**src/verilog/switch_pkg.sv**
```systemverilog
`default_nettype none

package switch_pkg;

    localparam int DATA_W  = 32;
    localparam int DEST_W  = 2;
    localparam int PRIO_W  = 2;
    localparam int LEN_W   = 5;
    localparam int LEN_MAX = 16;
    localparam int CRC_W   = 16;

    localparam logic [CRC_W-1:0] CRC_POLY = 16'h1021;
    localparam logic [CRC_W-1:0] CRC_INIT = 16'hFFFF;

    // Header word fields.
    localparam int HDR_LEN_LSB  = 0;
    localparam int HDR_PRIO_LSB = 5;
    localparam int HDR_DEST_LSB = 7;

    // Descriptor word fields, upper bits zero.
    localparam int DSC_CRC_LSB  = 0;
    localparam int DSC_LEN_LSB  = 16;
    localparam int DSC_PRIO_LSB = 21;
    localparam int DSC_DEST_LSB = 23;

    typedef struct packed {
        logic              vld;
        logic              sop;
        logic              eop;
        logic [DATA_W-1:0] data;
    } wr_beat_t;

    typedef struct packed {
        logic              vld;
        logic              sop;
        logic              eop;
        logic              src;
        logic [DEST_W-1:0] dest;
        logic [DATA_W-1:0] data;
    } out_beat_t;

    typedef struct packed {
        logic              error;
        logic [CRC_W-1:0]  crc;
        logic [DEST_W-1:0] dest;
        logic [PRIO_W-1:0] prio;
        logic [LEN_W-1:0]  len;   // Payload words actually written.
    } pkt_desc_t;

    typedef enum logic [1:0] {WR_IDLE, WR_DATA, WR_SEND} wr_state_t;
    typedef enum logic [1:0] {RD_IDLE, RD_DESC, RD_DATA, RD_DROP} rd_state_t;
    typedef enum logic [1:0] {ARB_IDLE, ARB_PORT0, ARB_PORT1} arb_state_t;

endpackage

`default_nettype wire

```
**src/verilog/port_arbiter.sv**
```systemverilog
`timescale 1ns/1ns
`default_nettype none

module port_arbiter
    import switch_pkg::*;
(
    input  logic      internal_clk,
    input  logic      rst_n,
    input  out_beat_t beat0,
    input  out_beat_t beat1,
    input  logic      head0,
    input  logic      head1,
    input  logic      out_ready,
    output logic      grant0,
    output logic      grant1,
    output logic      ready0,
    output logic      ready1,
    output out_beat_t pkt_out
);

    arb_state_t        state;
    logic              last;
    logic [PRIO_W-1:0] prio0, prio1;
    logic              pick1;

    assign prio0 = beat0.data[DSC_PRIO_LSB +: PRIO_W];
    assign prio1 = beat1.data[DSC_PRIO_LSB +: PRIO_W];

    // Higher priority wins, a tie goes to the port not served last.
    assign pick1 = head1 & (~head0 | (prio1 > prio0) | ((prio1 == prio0) & ~last));

    always_ff @(posedge internal_clk) begin
        if (!rst_n) begin
            state <= ARB_IDLE;
            last  <= 1'b1;
        end else begin
            case (state)
                ARB_IDLE: begin
                    if (out_ready && (head0 || head1)) begin
                        state <= pick1 ? ARB_PORT1 : ARB_PORT0;
                        last  <= pick1;
                    end
                end
                default: begin
                    if (pkt_out.vld && pkt_out.eop && out_ready) begin
                        state <= ARB_IDLE;   // Packet done.
                    end
                end
            endcase
        end
    end

    assign grant0 = (state == ARB_PORT0);
    assign grant1 = (state == ARB_PORT1);
    assign ready0 = grant0 & out_ready;
    assign ready1 = grant1 & out_ready;

    always_comb begin
        pkt_out = '0;
        if (grant0) begin
            pkt_out     = beat0;
            pkt_out.src = 1'b0;
        end else if (grant1) begin
            pkt_out     = beat1;
            pkt_out.src = 1'b1;
        end
    end

endmodule

`default_nettype wire

```
**config.mk**
```make
export PLATFORM = sky130hd
export DESIGN_NAME = port_arbiter
export DESIGN_NICKNAME = d
export VERILOG_FILES = /design/src/verilog/switch_pkg.sv /design/src/verilog/port_arbiter.sv
export SDC_FILE = /design/constraint.sdc
export NUM_CORES = 1
export LEC_CHECK = 0
export BUFFER_PORTS_ARGS = -buffer_cell sky130_fd_sc_hd__buf_4
export CORE_MARGIN = 2
export CORE_UTILIZATION = 26
export CTS_CLUSTER_SIZE = 28
export DETAILED_ROUTE_END_ITERATION = 6
export PLACE_DENSITY = 0.85
export SLEW_MARGIN = 40
export SYNTH_ARGS = -nofsm -noshare
export SYNTH_HDL_FRONTEND = slang
export SYNTH_SLANG_ARGS = --single-unit
```
**constraint.sdc**
```tcl
create_clock -name internal_clk -period 3.47 [get_ports internal_clk]
set_input_delay 0.347 -clock internal_clk [delete_from_list [all_inputs] [get_ports internal_clk]]
set_output_delay 0.347 -clock internal_clk [all_outputs]
set_load 0.02 [all_outputs]
```
==> flow_metrics.py, run 1 <==
metrics = {
    "run_status": {
        "status": "finished, final reports clean",
    },
    "setup_path": {
        "critPathTopFamily": "buffers and inverters",
        "worst_path_most_repeated_cell": "buf_4",
        "crit_required_ns": 3.12,
        "cp.buffers_inverters": 2,
        "critPathMaxFanout": 39,
        "critPathSlowestCell": "dfxtp_1",
        "crit_chain": "nor2b_2, buf_4, a22o_1, buf_4",
        "arrival_ns": 1.53,
        "endpoint_kind": "output pin",
        "critPathKind": "flop to output pin",
        "cp-start-kind": "flop",
        "critPathMaxStageDelay_ns": 0.40,
    },
    "pwr": {
        "p_per_area_nw_per_um2": 264.0,
        "p_leak_nw": 0.8590,
        "vdd_ir_drop_max_mv": 0.2048,
        "power_mw": 0.4027,
    },
    "sta": {
        "hold_slack_ns": 0.3764,
        "worst_pin_slew_ns": 0.3903,
        "timing.setup.tns_ns": 0,
        "setup_viol": 0,
        "finClkSkew_ns": 0.0004911,
        "max_freq_mhz": 532.1,
        "worst_slew_margin_rel": 0.7391,
        "fin_crit_ns": 1.879,
        "timing_hold_violations_final": 0,
        "drv_slew": 0,
        "rsz0062_at_grt": "no",
        "setup_slack_ns": 1.591,
        "fin_crit_sh": 0.5416,
    },
    "final_layout": {
        "stdcell_count": 218,
        "utilization": 0.6962,
        "area_growth_pct": 155.0,
        "n_antenna_cell": 0,
        "drive_above_1_share": 0.6737,
        "layout.nets": 274,
        "final_cell_area_um2": 1525,
    },
    "routing": {
        "post-route-drc-count": 0,
        "vias_per_cell": 4.968,
        "wl_um": 3422,
        "dr.pass1.iters": 6,
        "initialDrtViolationCount": 15,
        "wl_per_cell_um": 15.70,
        "vias": 1083,
        "ant_nets": 0,
    },
    "global_route": {
        "grt_max_degree": 40,
        "grt_overflow": 0,
        "grt_antenna_before_repair": 0,
        "grt_use_total": 0.2232,
        "grt_pass1_vias": 976,
        "grt_pass1_wl_um": 4567,
    },
    "logic_synthesis": {
        "synth_area_um2": 598.1,
        "netlist_instances": 72,
        "ys_types": 17,
        "ys_ff_latch": 3,
        "async_flop_share": 0,
        "synth_ff_type": "dfxtp_1",
        "ys_seq_area_frac": 0.1004,
        "synth.area.top_cells": "a22o_1 (54%), dfxtp_1 (10%), buf_4 (7.5%)",
        "yosys.area.top_type": "a22o_1",
        "synth_top_area_share": 0.5418,
        "yosys.cell_count.top_type": "a22o_1",
        "synth_nets": 155,
        "synth_edf_count": 0,
        "avgSynthCellArea_um2": 8.307,
        "ys_warn_count": 0,
        "synthTopCellsByCount": "a22o_1 (37), buf_4 (6), inv_1 (5)",
    },
    "cts": {
        "clock_latency_ns": 0.23,
        "htree_levels": 1,
        "clk_pin_slew_ns": 0.04,
        "cts_tree": "done",
        "cts_setup_buffers": 0,
        "ctsResizeCount": 0,
        "cts_root_buffer": "clkbuf_4",
        "cts_sinks": 3,
        "cts_hold_buf": 0,
        "cts.path.max_buffers": 2,
        "cts_made_buffers": 3,
    },
    "die": {
        "rows": 17,
        "die_w_um": 51.96,
        "core_um2": 2191,
        "die_area_um2": 2700,
        "die_h_um": 51.96,
        "ios": 123,
        "start_util": 0.2730,
    },
    "placed_design": {
        "port_buffers": 120,
        "placed_cells": 214,
        "hpwl_um": 2778,
        "pre_cts_slack_ns": 1.838,
        "gp_congestion": 0.7529,
        "placed_cell_area_um2": 1499,
    },
    "flow_run": {
        "max-cap-violations": 0,
    },
    "worst_hold_path": {
        "hp-class": "input pin to flop",
    },
}
==> routing by layer <==
metal,global-route usage,vias to the layer above,part of all wire
met5,0,-,0
met4,0.05263,0,0.0020
met3,0.02586,2,0.076
met2,0.4156,44,0.53
met1,0.2677,505,0.39
li1,-,532,-
==> path summary, 6_finish.rpt <==
| check | startpoint | endpoint | slack, ns | cells past startpoint |
|---|---|---|---|---|
| worst min-delay path | rst_n | state[1] | 0.38 | 2 |
| worst max-delay path | state[1] | pkt_out[16] | 1.59 | 4 |
| worst max register to register | state[0] | state[1] | 1.87 | 5 |
| worst min register to register | state[0] | state[0] | 0.55 | 1 |
==> cells by family after synthesis <==
group                    share of synthesized area
flip-flops                                  0.1004
AND/OR/NAND/NOR                             0.1171
AO/OA/AOI/OAI                               0.6171
adder cells (fa/ha/maj)                    0.04183
buffers and inverters                       0.1234
==> cells in the final DEF, fill, tap and decap left out, types with 3 or more instances in the layout <==
master    Yosys  layout
a22o_1       37      37
buf_4         6     122
clkbuf_4      0       3
dfxtp_1       3       3
inv_1         5       5
==> area by class of cell <==
class	instances	area, um2
well taps	28	35.03
flip-flops and latches	3	60.06
clock buffers	4	26.28
repair buffers	122	915.9
inverters	5	18.77
multi-input cells	56	469.2
fillers	188	665.6
==> sequential cells by signal, summed over array words and instances (netlist names) <==
signal	cells
last	1
state	2
==> power breakdown <==
| part | internal (mW) | total, mW | switching, mW |
|---|---|---|---|
| sequential | 0.0383 | 0.0424 | 0.00403 |
| clock | 0.0431 | 0.0612 | 0.0181 |
| combinational | 0.157 | 0.299 | 0.142 |
Power figures use the tool's default switching activity.
==> run 2, diff against run 1 <==
CORE_UTILIZATION = 24   (was 26)
PLACE_DENSITY = 0.79   (was 0.85)
clock period = 2 ns   (was 3.47 ns; I/O delays follow)
==> run 2 against run 1 <==
Effect of this change:
- die area rose by 7.7%
- final cell count rose by 1.8%
- clock skew barely moved
- worst hold slack got worse by 0.14 ns
- critical endpoint is now pkt_out[1]
- wire length fell by 1.1%
==> flow_metrics.py, run 2 (synthesis results as in run 1) <==
metrics = {
    "setup_path": {
        "critPathMaxFanout": 27,
        "endpoint_kind": "output pin",
        "crit_required_ns": 1.80,
        "regToRegSetupSlack_ns": 0.57,
        "arrival_ns": 1.48,
        "cp-start-kind": "flop",
        "critPathKind": "flop to output pin",
    },
    "routing": {
        "wl_um": 3385,
        "wl_met3_um": 355,
        "vias": 1092,
        "wl_per_cell_um": 15.25,
        "vias_per_cell": 4.919,
        "dr.pass1.iters": 4,
        "wl_met1_um": 1248,
        "initialDrtViolationCount": 14,
        "ant_nets": 0,
        "post-route-drc-count": 0,
        "route.met2.wl_um": 1713,
        "routed.top_layer": "met4",
    },
    "cts": {
        "cts_hold_buf": 0,
        "htree_levels": 1,
        "cts_root_buffer": "clkbuf_4",
        "cts_sinks": 3,
        "clk_pin_slew_ns": 0.03,
        "cts_made_buffers": 3,
        "cts.path.max_buffers": 2,
        "cts_setup_buffers": 0,
        "ctsResizeCount": 0,
        "cts_tree": "done",
        "clock_latency_ns": 0.23,
    },
    "final_layout": {
        "largest_reg_flops": 2,
        "final_common_cell": "buf_4",
        "layout.nets": 276,
        "reg_top3": "state (2), last (1)",
        "final_cell_mix": "buf_4 (124), a22o_1 (37), inv_1 (5), clkbuf_4 (3), dfxtp_1 (3)",
        "stdcell_count": 222,
        "utilization": 0.6402,
        "n_antenna_cell": 0,
        "fillers": 223,
        "top_register": "state",
        "area_growth_pct": 157.9,
        "final_cell_area_um2": 1543,
        "drive_above_1_share": 0.6771,
    },
    "sta": {
        "worst_slew_margin_rel": 0.7496,
        "hold_slack_ns": 0.2391,
        "timing.setup.tns_ns": 0,
        "fin_crit_ns": 1.678,
        "timing_hold_violations_final": 0,
        "setup_viol": 0,
        "finClkSkew_ns": 0.0003838,
        "fin_crit_sh": 0.8391,
        "setup_slack_ns": 0.3217,
        "worst_pin_slew_ns": 0.3747,
        "rsz0062_at_grt": "no",
        "max_freq_mhz": 595.8,
        "drv_slew": 0,
    },
    "pwr": {
        "vdd_ir_drop_max_mv": 0.3788,
        "p_per_area_nw_per_um2": 457.6,
        "p_leak_nw": 0.8697,
        "power_mw": 0.7060,
    },
    "die": {
        "die_w_um": 53.92,
        "core_um2": 2410,
        "ios": 123,
        "rows": 18,
        "start_util": 0.2482,
        "die_h_um": 53.92,
        "die_area_um2": 2907,
    },
    "global_route": {
        "grt_antenna_before_repair": 0,
        "grt_use_total": 0.2183,
        "grt_max_degree": 28,
        "grt_pass1_vias": 955,
        "grt_overflow": 0,
        "grt_pass1_wl_um": 4581,
    },
    "placed_design": {
        "pre_cts_slack_ns": 0.5873,
        "hpwl_um": 2781,
        "port_buffers": 120,
        "placed_cells": 218,
        "gp_congestion": 0.7863,
        "placed_cell_area_um2": 1516,
    },
    "flow_run": {
        "max-cap-violations": 0,
    },
    "worst_hold_path": {
        "hp-class": "input pin to flop",
    },
    "run_status": {
        "status": "finished, final reports clean",
    },
}
==> run 2: final timing paths <==
kind | from | endpoint | depth (start not counted)
setup / recovery | state[1] | pkt_out[1] | 4
hold / removal | rst_n | state[1] | 2
setup reg to reg | state[1] | state[1] | 5
hold reg to reg | state[0] | state[0] | 1
==> run 2: where the power goes <==
group | total (mW) | internal [mW] | switching (mW)
clock network | 0.104 | 0.0746 | 0.0296
logic | 0.528 | 0.277 | 0.251
registers | 0.0734 | 0.0666 | 0.00679
total | 0.706 | 0.418 | 0.288
==> run 2: metal layers <==
metal / track usage / vias to the layer above
li1: - / 535
met4: 0.08974 / 0
met3: 0.05556 / 6
met1: 0.2359 / 492
met5: 0 / -
met2: 0.3984 / 59
==> run 2: cell type report <==
type / instances / area, um2 / share of cell area
clock buffer: 4 / 26.28 / 0.01703
multi-input combinational: 56 / 469.2 / 0.3041
tap: 30 / 37.54 / 0.02433
sequential: 3 / 60.06 / 0.03893
timing repair buffer: 124 / 930.9 / 0.6034
inverter: 5 / 18.77 / 0.01217
==> run 2: worst max-delay path: stages, from the launching register on <==
cell and delay [ns]:
dfxtp_1 0.41, nor2b_2 0.19, buf_4 0.29, a22o_1 0.21
buf_4 0.14
==> run 3, diff against run 2 <==
CORE_UTILIZATION = 22   (was 24)
PLACE_DENSITY = 0.77   (was 0.79)
clock period = 1.5 ns   (was 2 ns; I/O delays follow)
==> run 3 against run 2 <==
Effect of this change:
- the run now ends with negative setup slack left
- first-iteration DRC count is 140% higher
- combinational power rose by 77%
- sequential power rose by 36%
- core utilization up 12 points
- sequential cell count unchanged
- clock power up 35%
- non-clock buffer count up 10
- wire length is 35% higher
- via count grew 11%
- largest cell class unchanged
- largest power group unchanged
==> flow_metrics.py, run 3 (synthesis results as in run 1) <==
metrics = {
    "routing": {
        "post-route-drc-count": 0,
        "dr.pass1.iters": 4,
        "vias_per_cell": 5.228,
        "wl_met3_um": 361,
        "initialDrtViolationCount": 33,
        "ant_nets": 0,
        "wl_met1_um": 1525,
        "wl_per_cell_um": 19.63,
        "route.met2.wl_um": 2458,
        "wl_um": 4553,
        "routed.top_layer": "met4",
        "vias": 1213,
    },
    "sta": {
        "setup_viol": 12,
        "fin_crit_sh": 1.006,
        "finClkSkew_ns": 0.0009459,
        "worst_slew_margin_rel": 0.7524,
        "fin_crit_ns": 1.510,
        "rsz0062_at_grt": "yes",
        "worst_pin_slew_ns": 0.3704,
        "setup_slack_ns": -0.009652,
        "timing.setup.tns_ns": -0.06913,
        "drv_slew": 0,
        "max_freq_mhz": 662.4,
        "timing_hold_violations_final": 0,
    },
    "setup_path": {
        "critPathMaxFanout": 6,
        "cp-start-kind": "flop",
        "startpoint": "state[1]",
        "rr_startpoint": "state[1]",
        "regToRegSetupSlack_ns": 0.06,
        "endpoint_kind": "output pin",
        "critPathMaxStageDelay_ns": 0.35,
        "crit_required_ns": 1.35,
        "r2r-end": "state[1]",
        "arrival_ns": 1.36,
        "crit_chain": "nor2b_4, buf_12, buf_6, a22o_1, buf_6",
        "worst_path_most_repeated_cell": "buf_6",
        "critPathKind": "flop to output pin",
        "critPathSlowestCell": "dfxtp_4",
        "reg2reg_depth": 6,
    },
    "final_layout": {
        "largest_reg_flops": 2,
        "n_antenna_cell": 0,
        "top_register": "state",
        "area_growth_pct": 222.2,
        "utilization": 0.7639,
        "final_common_cell": "buf_4",
        "layout.nets": 286,
        "final_cell_mix": "buf_4 (85), buf_6 (39), a22o_1 (37), inv_1 (5), clkbuf_16 (5)",
        "drive_above_1_share": 0.7030,
        "reg_top3": "state (2), last (1)",
    },
    "global_route": {
        "grt_pass1_vias": 1059,
        "grt_max_degree": 28,
        "grt_overflow": 0,
        "grt_antenna_before_repair": 0,
        "grt_pass1_wl_um": 5333,
        "grt_use_total": 0.2076,
    },
    "worst_hold_path": {
        "min_to": "state[0]",
        "min_from": "rst_n",
        "hp-class": "input pin to flop",
        "hold_depth": 3,
    },
    "die": {
        "die_w_um": 56.14,
        "rows": 18,
        "die_h_um": 56.14,
        "ios": 123,
        "die_area_um2": 3152,
        "core_um2": 2522,
        "start_util": 0.2371,
    },
    "cts": {
        "cts.path.max_buffers": 2,
        "cts_sinks": 3,
        "cts_made_buffers": 3,
        "cts_tree": "done",
        "htree_levels": 1,
        "cts_hold_buf": 0,
        "cts_root_buffer": "clkbuf_4",
        "clk_pin_slew_ns": 0.04,
        "clock_latency_ns": 0.23,
    },
    "placed_design": {
        "port_buffers": 120,
        "hpwl_um": 2885,
        "pre_cts_slack_ns": 0.1438,
        "gp_congestion": 0.8752,
    },
    "run_status": {
        "violations": "negative setup slack",
        "status": "finished, violations left",
    },
    "pwr": {
        "p_per_area_nw_per_um2": 609.1,
        "p_leak_nw": 1.001,
        "vdd_ir_drop_max_mv": 0.5941,
    },
    "flow_run": {
        "max-cap-violations": 0,
    },
}
## run 3: what timing repair did
item / 4_1_cts / 5_1_grt
endpoints found under the setup margin: 37 / 36
pin swaps: 0 / 35
cloned: 0 / 7
gates resized for setup: 4 / 41
buffers inserted: 1 / 2
## run 3: area by class of cell
| cell class | instances | area (um2) |
|---|---|---|
| timing repair buffer | 134 | 1297 |
| fill | 155 | 595.6 |
| multi-input combinational | 56 | 479.2 |
| sequential | 3 | 67.56 |
| tap | 30 | 37.54 |
| clock buffer | 4 | 26.28 |
| inverter | 5 | 18.77 |
## run 3: through the flow
| step | instances | power (mW) | hold WS [ns] | cell area (um2) |
|---|---|---|---|---|
| 6_report | 232 | 1.174 | 0.1806 | 1927 |
| 3_5_place_dp | 218 | 0.8158 | 0.4275 | 1541 |
| 4_1_cts | 223 | 0.9757 | 0.1750 | 1588 |
| 2_1_floorplan | 72 | 0.4436 | 0.2836 | 598.1 |
| 3_3_place_gp | 218 | 0.8073 | 0.4073 | 1541 |
| 5_1_grt | 232 | 1.228 | 0.2019 | 1927 |
## run 3: how the worst max path moves through the flow
| stage | to | slack, ns |
|---|---|---|
| floorplan | pkt_out[26] | 0.13 |
| global placement | pkt_out[11] | 0.17 |
| detailed placement | pkt_out[11] | 0.14 |
| CTS | pkt_out[11] | 0.002 |
| global route | pkt_out[8] | -0.06 |
| finish | pkt_out[20] | -0.01 |
## run 3: worst max-delay path, delay by kind of cell, from the launching register on
kind            cells  cell delay [ns]
compound gates      1             0.24
flops               1             0.35
buf+inv             3             0.40
simple gates        1             0.13
## run 3: metal layers
metal	track usage	up-vias
li1	-	560
met1	0.2359	570
met2	0.3849	67
met3	0.02558	16
met4	0.08503	0
met5	0	-
## run 3: where the power goes
group	switching [mW]	internal (mW)	total, mW
registers	0.0110	0.0892	0.100
logic	0.395	0.538	0.933
clock network	0.0407	0.0996	0.140
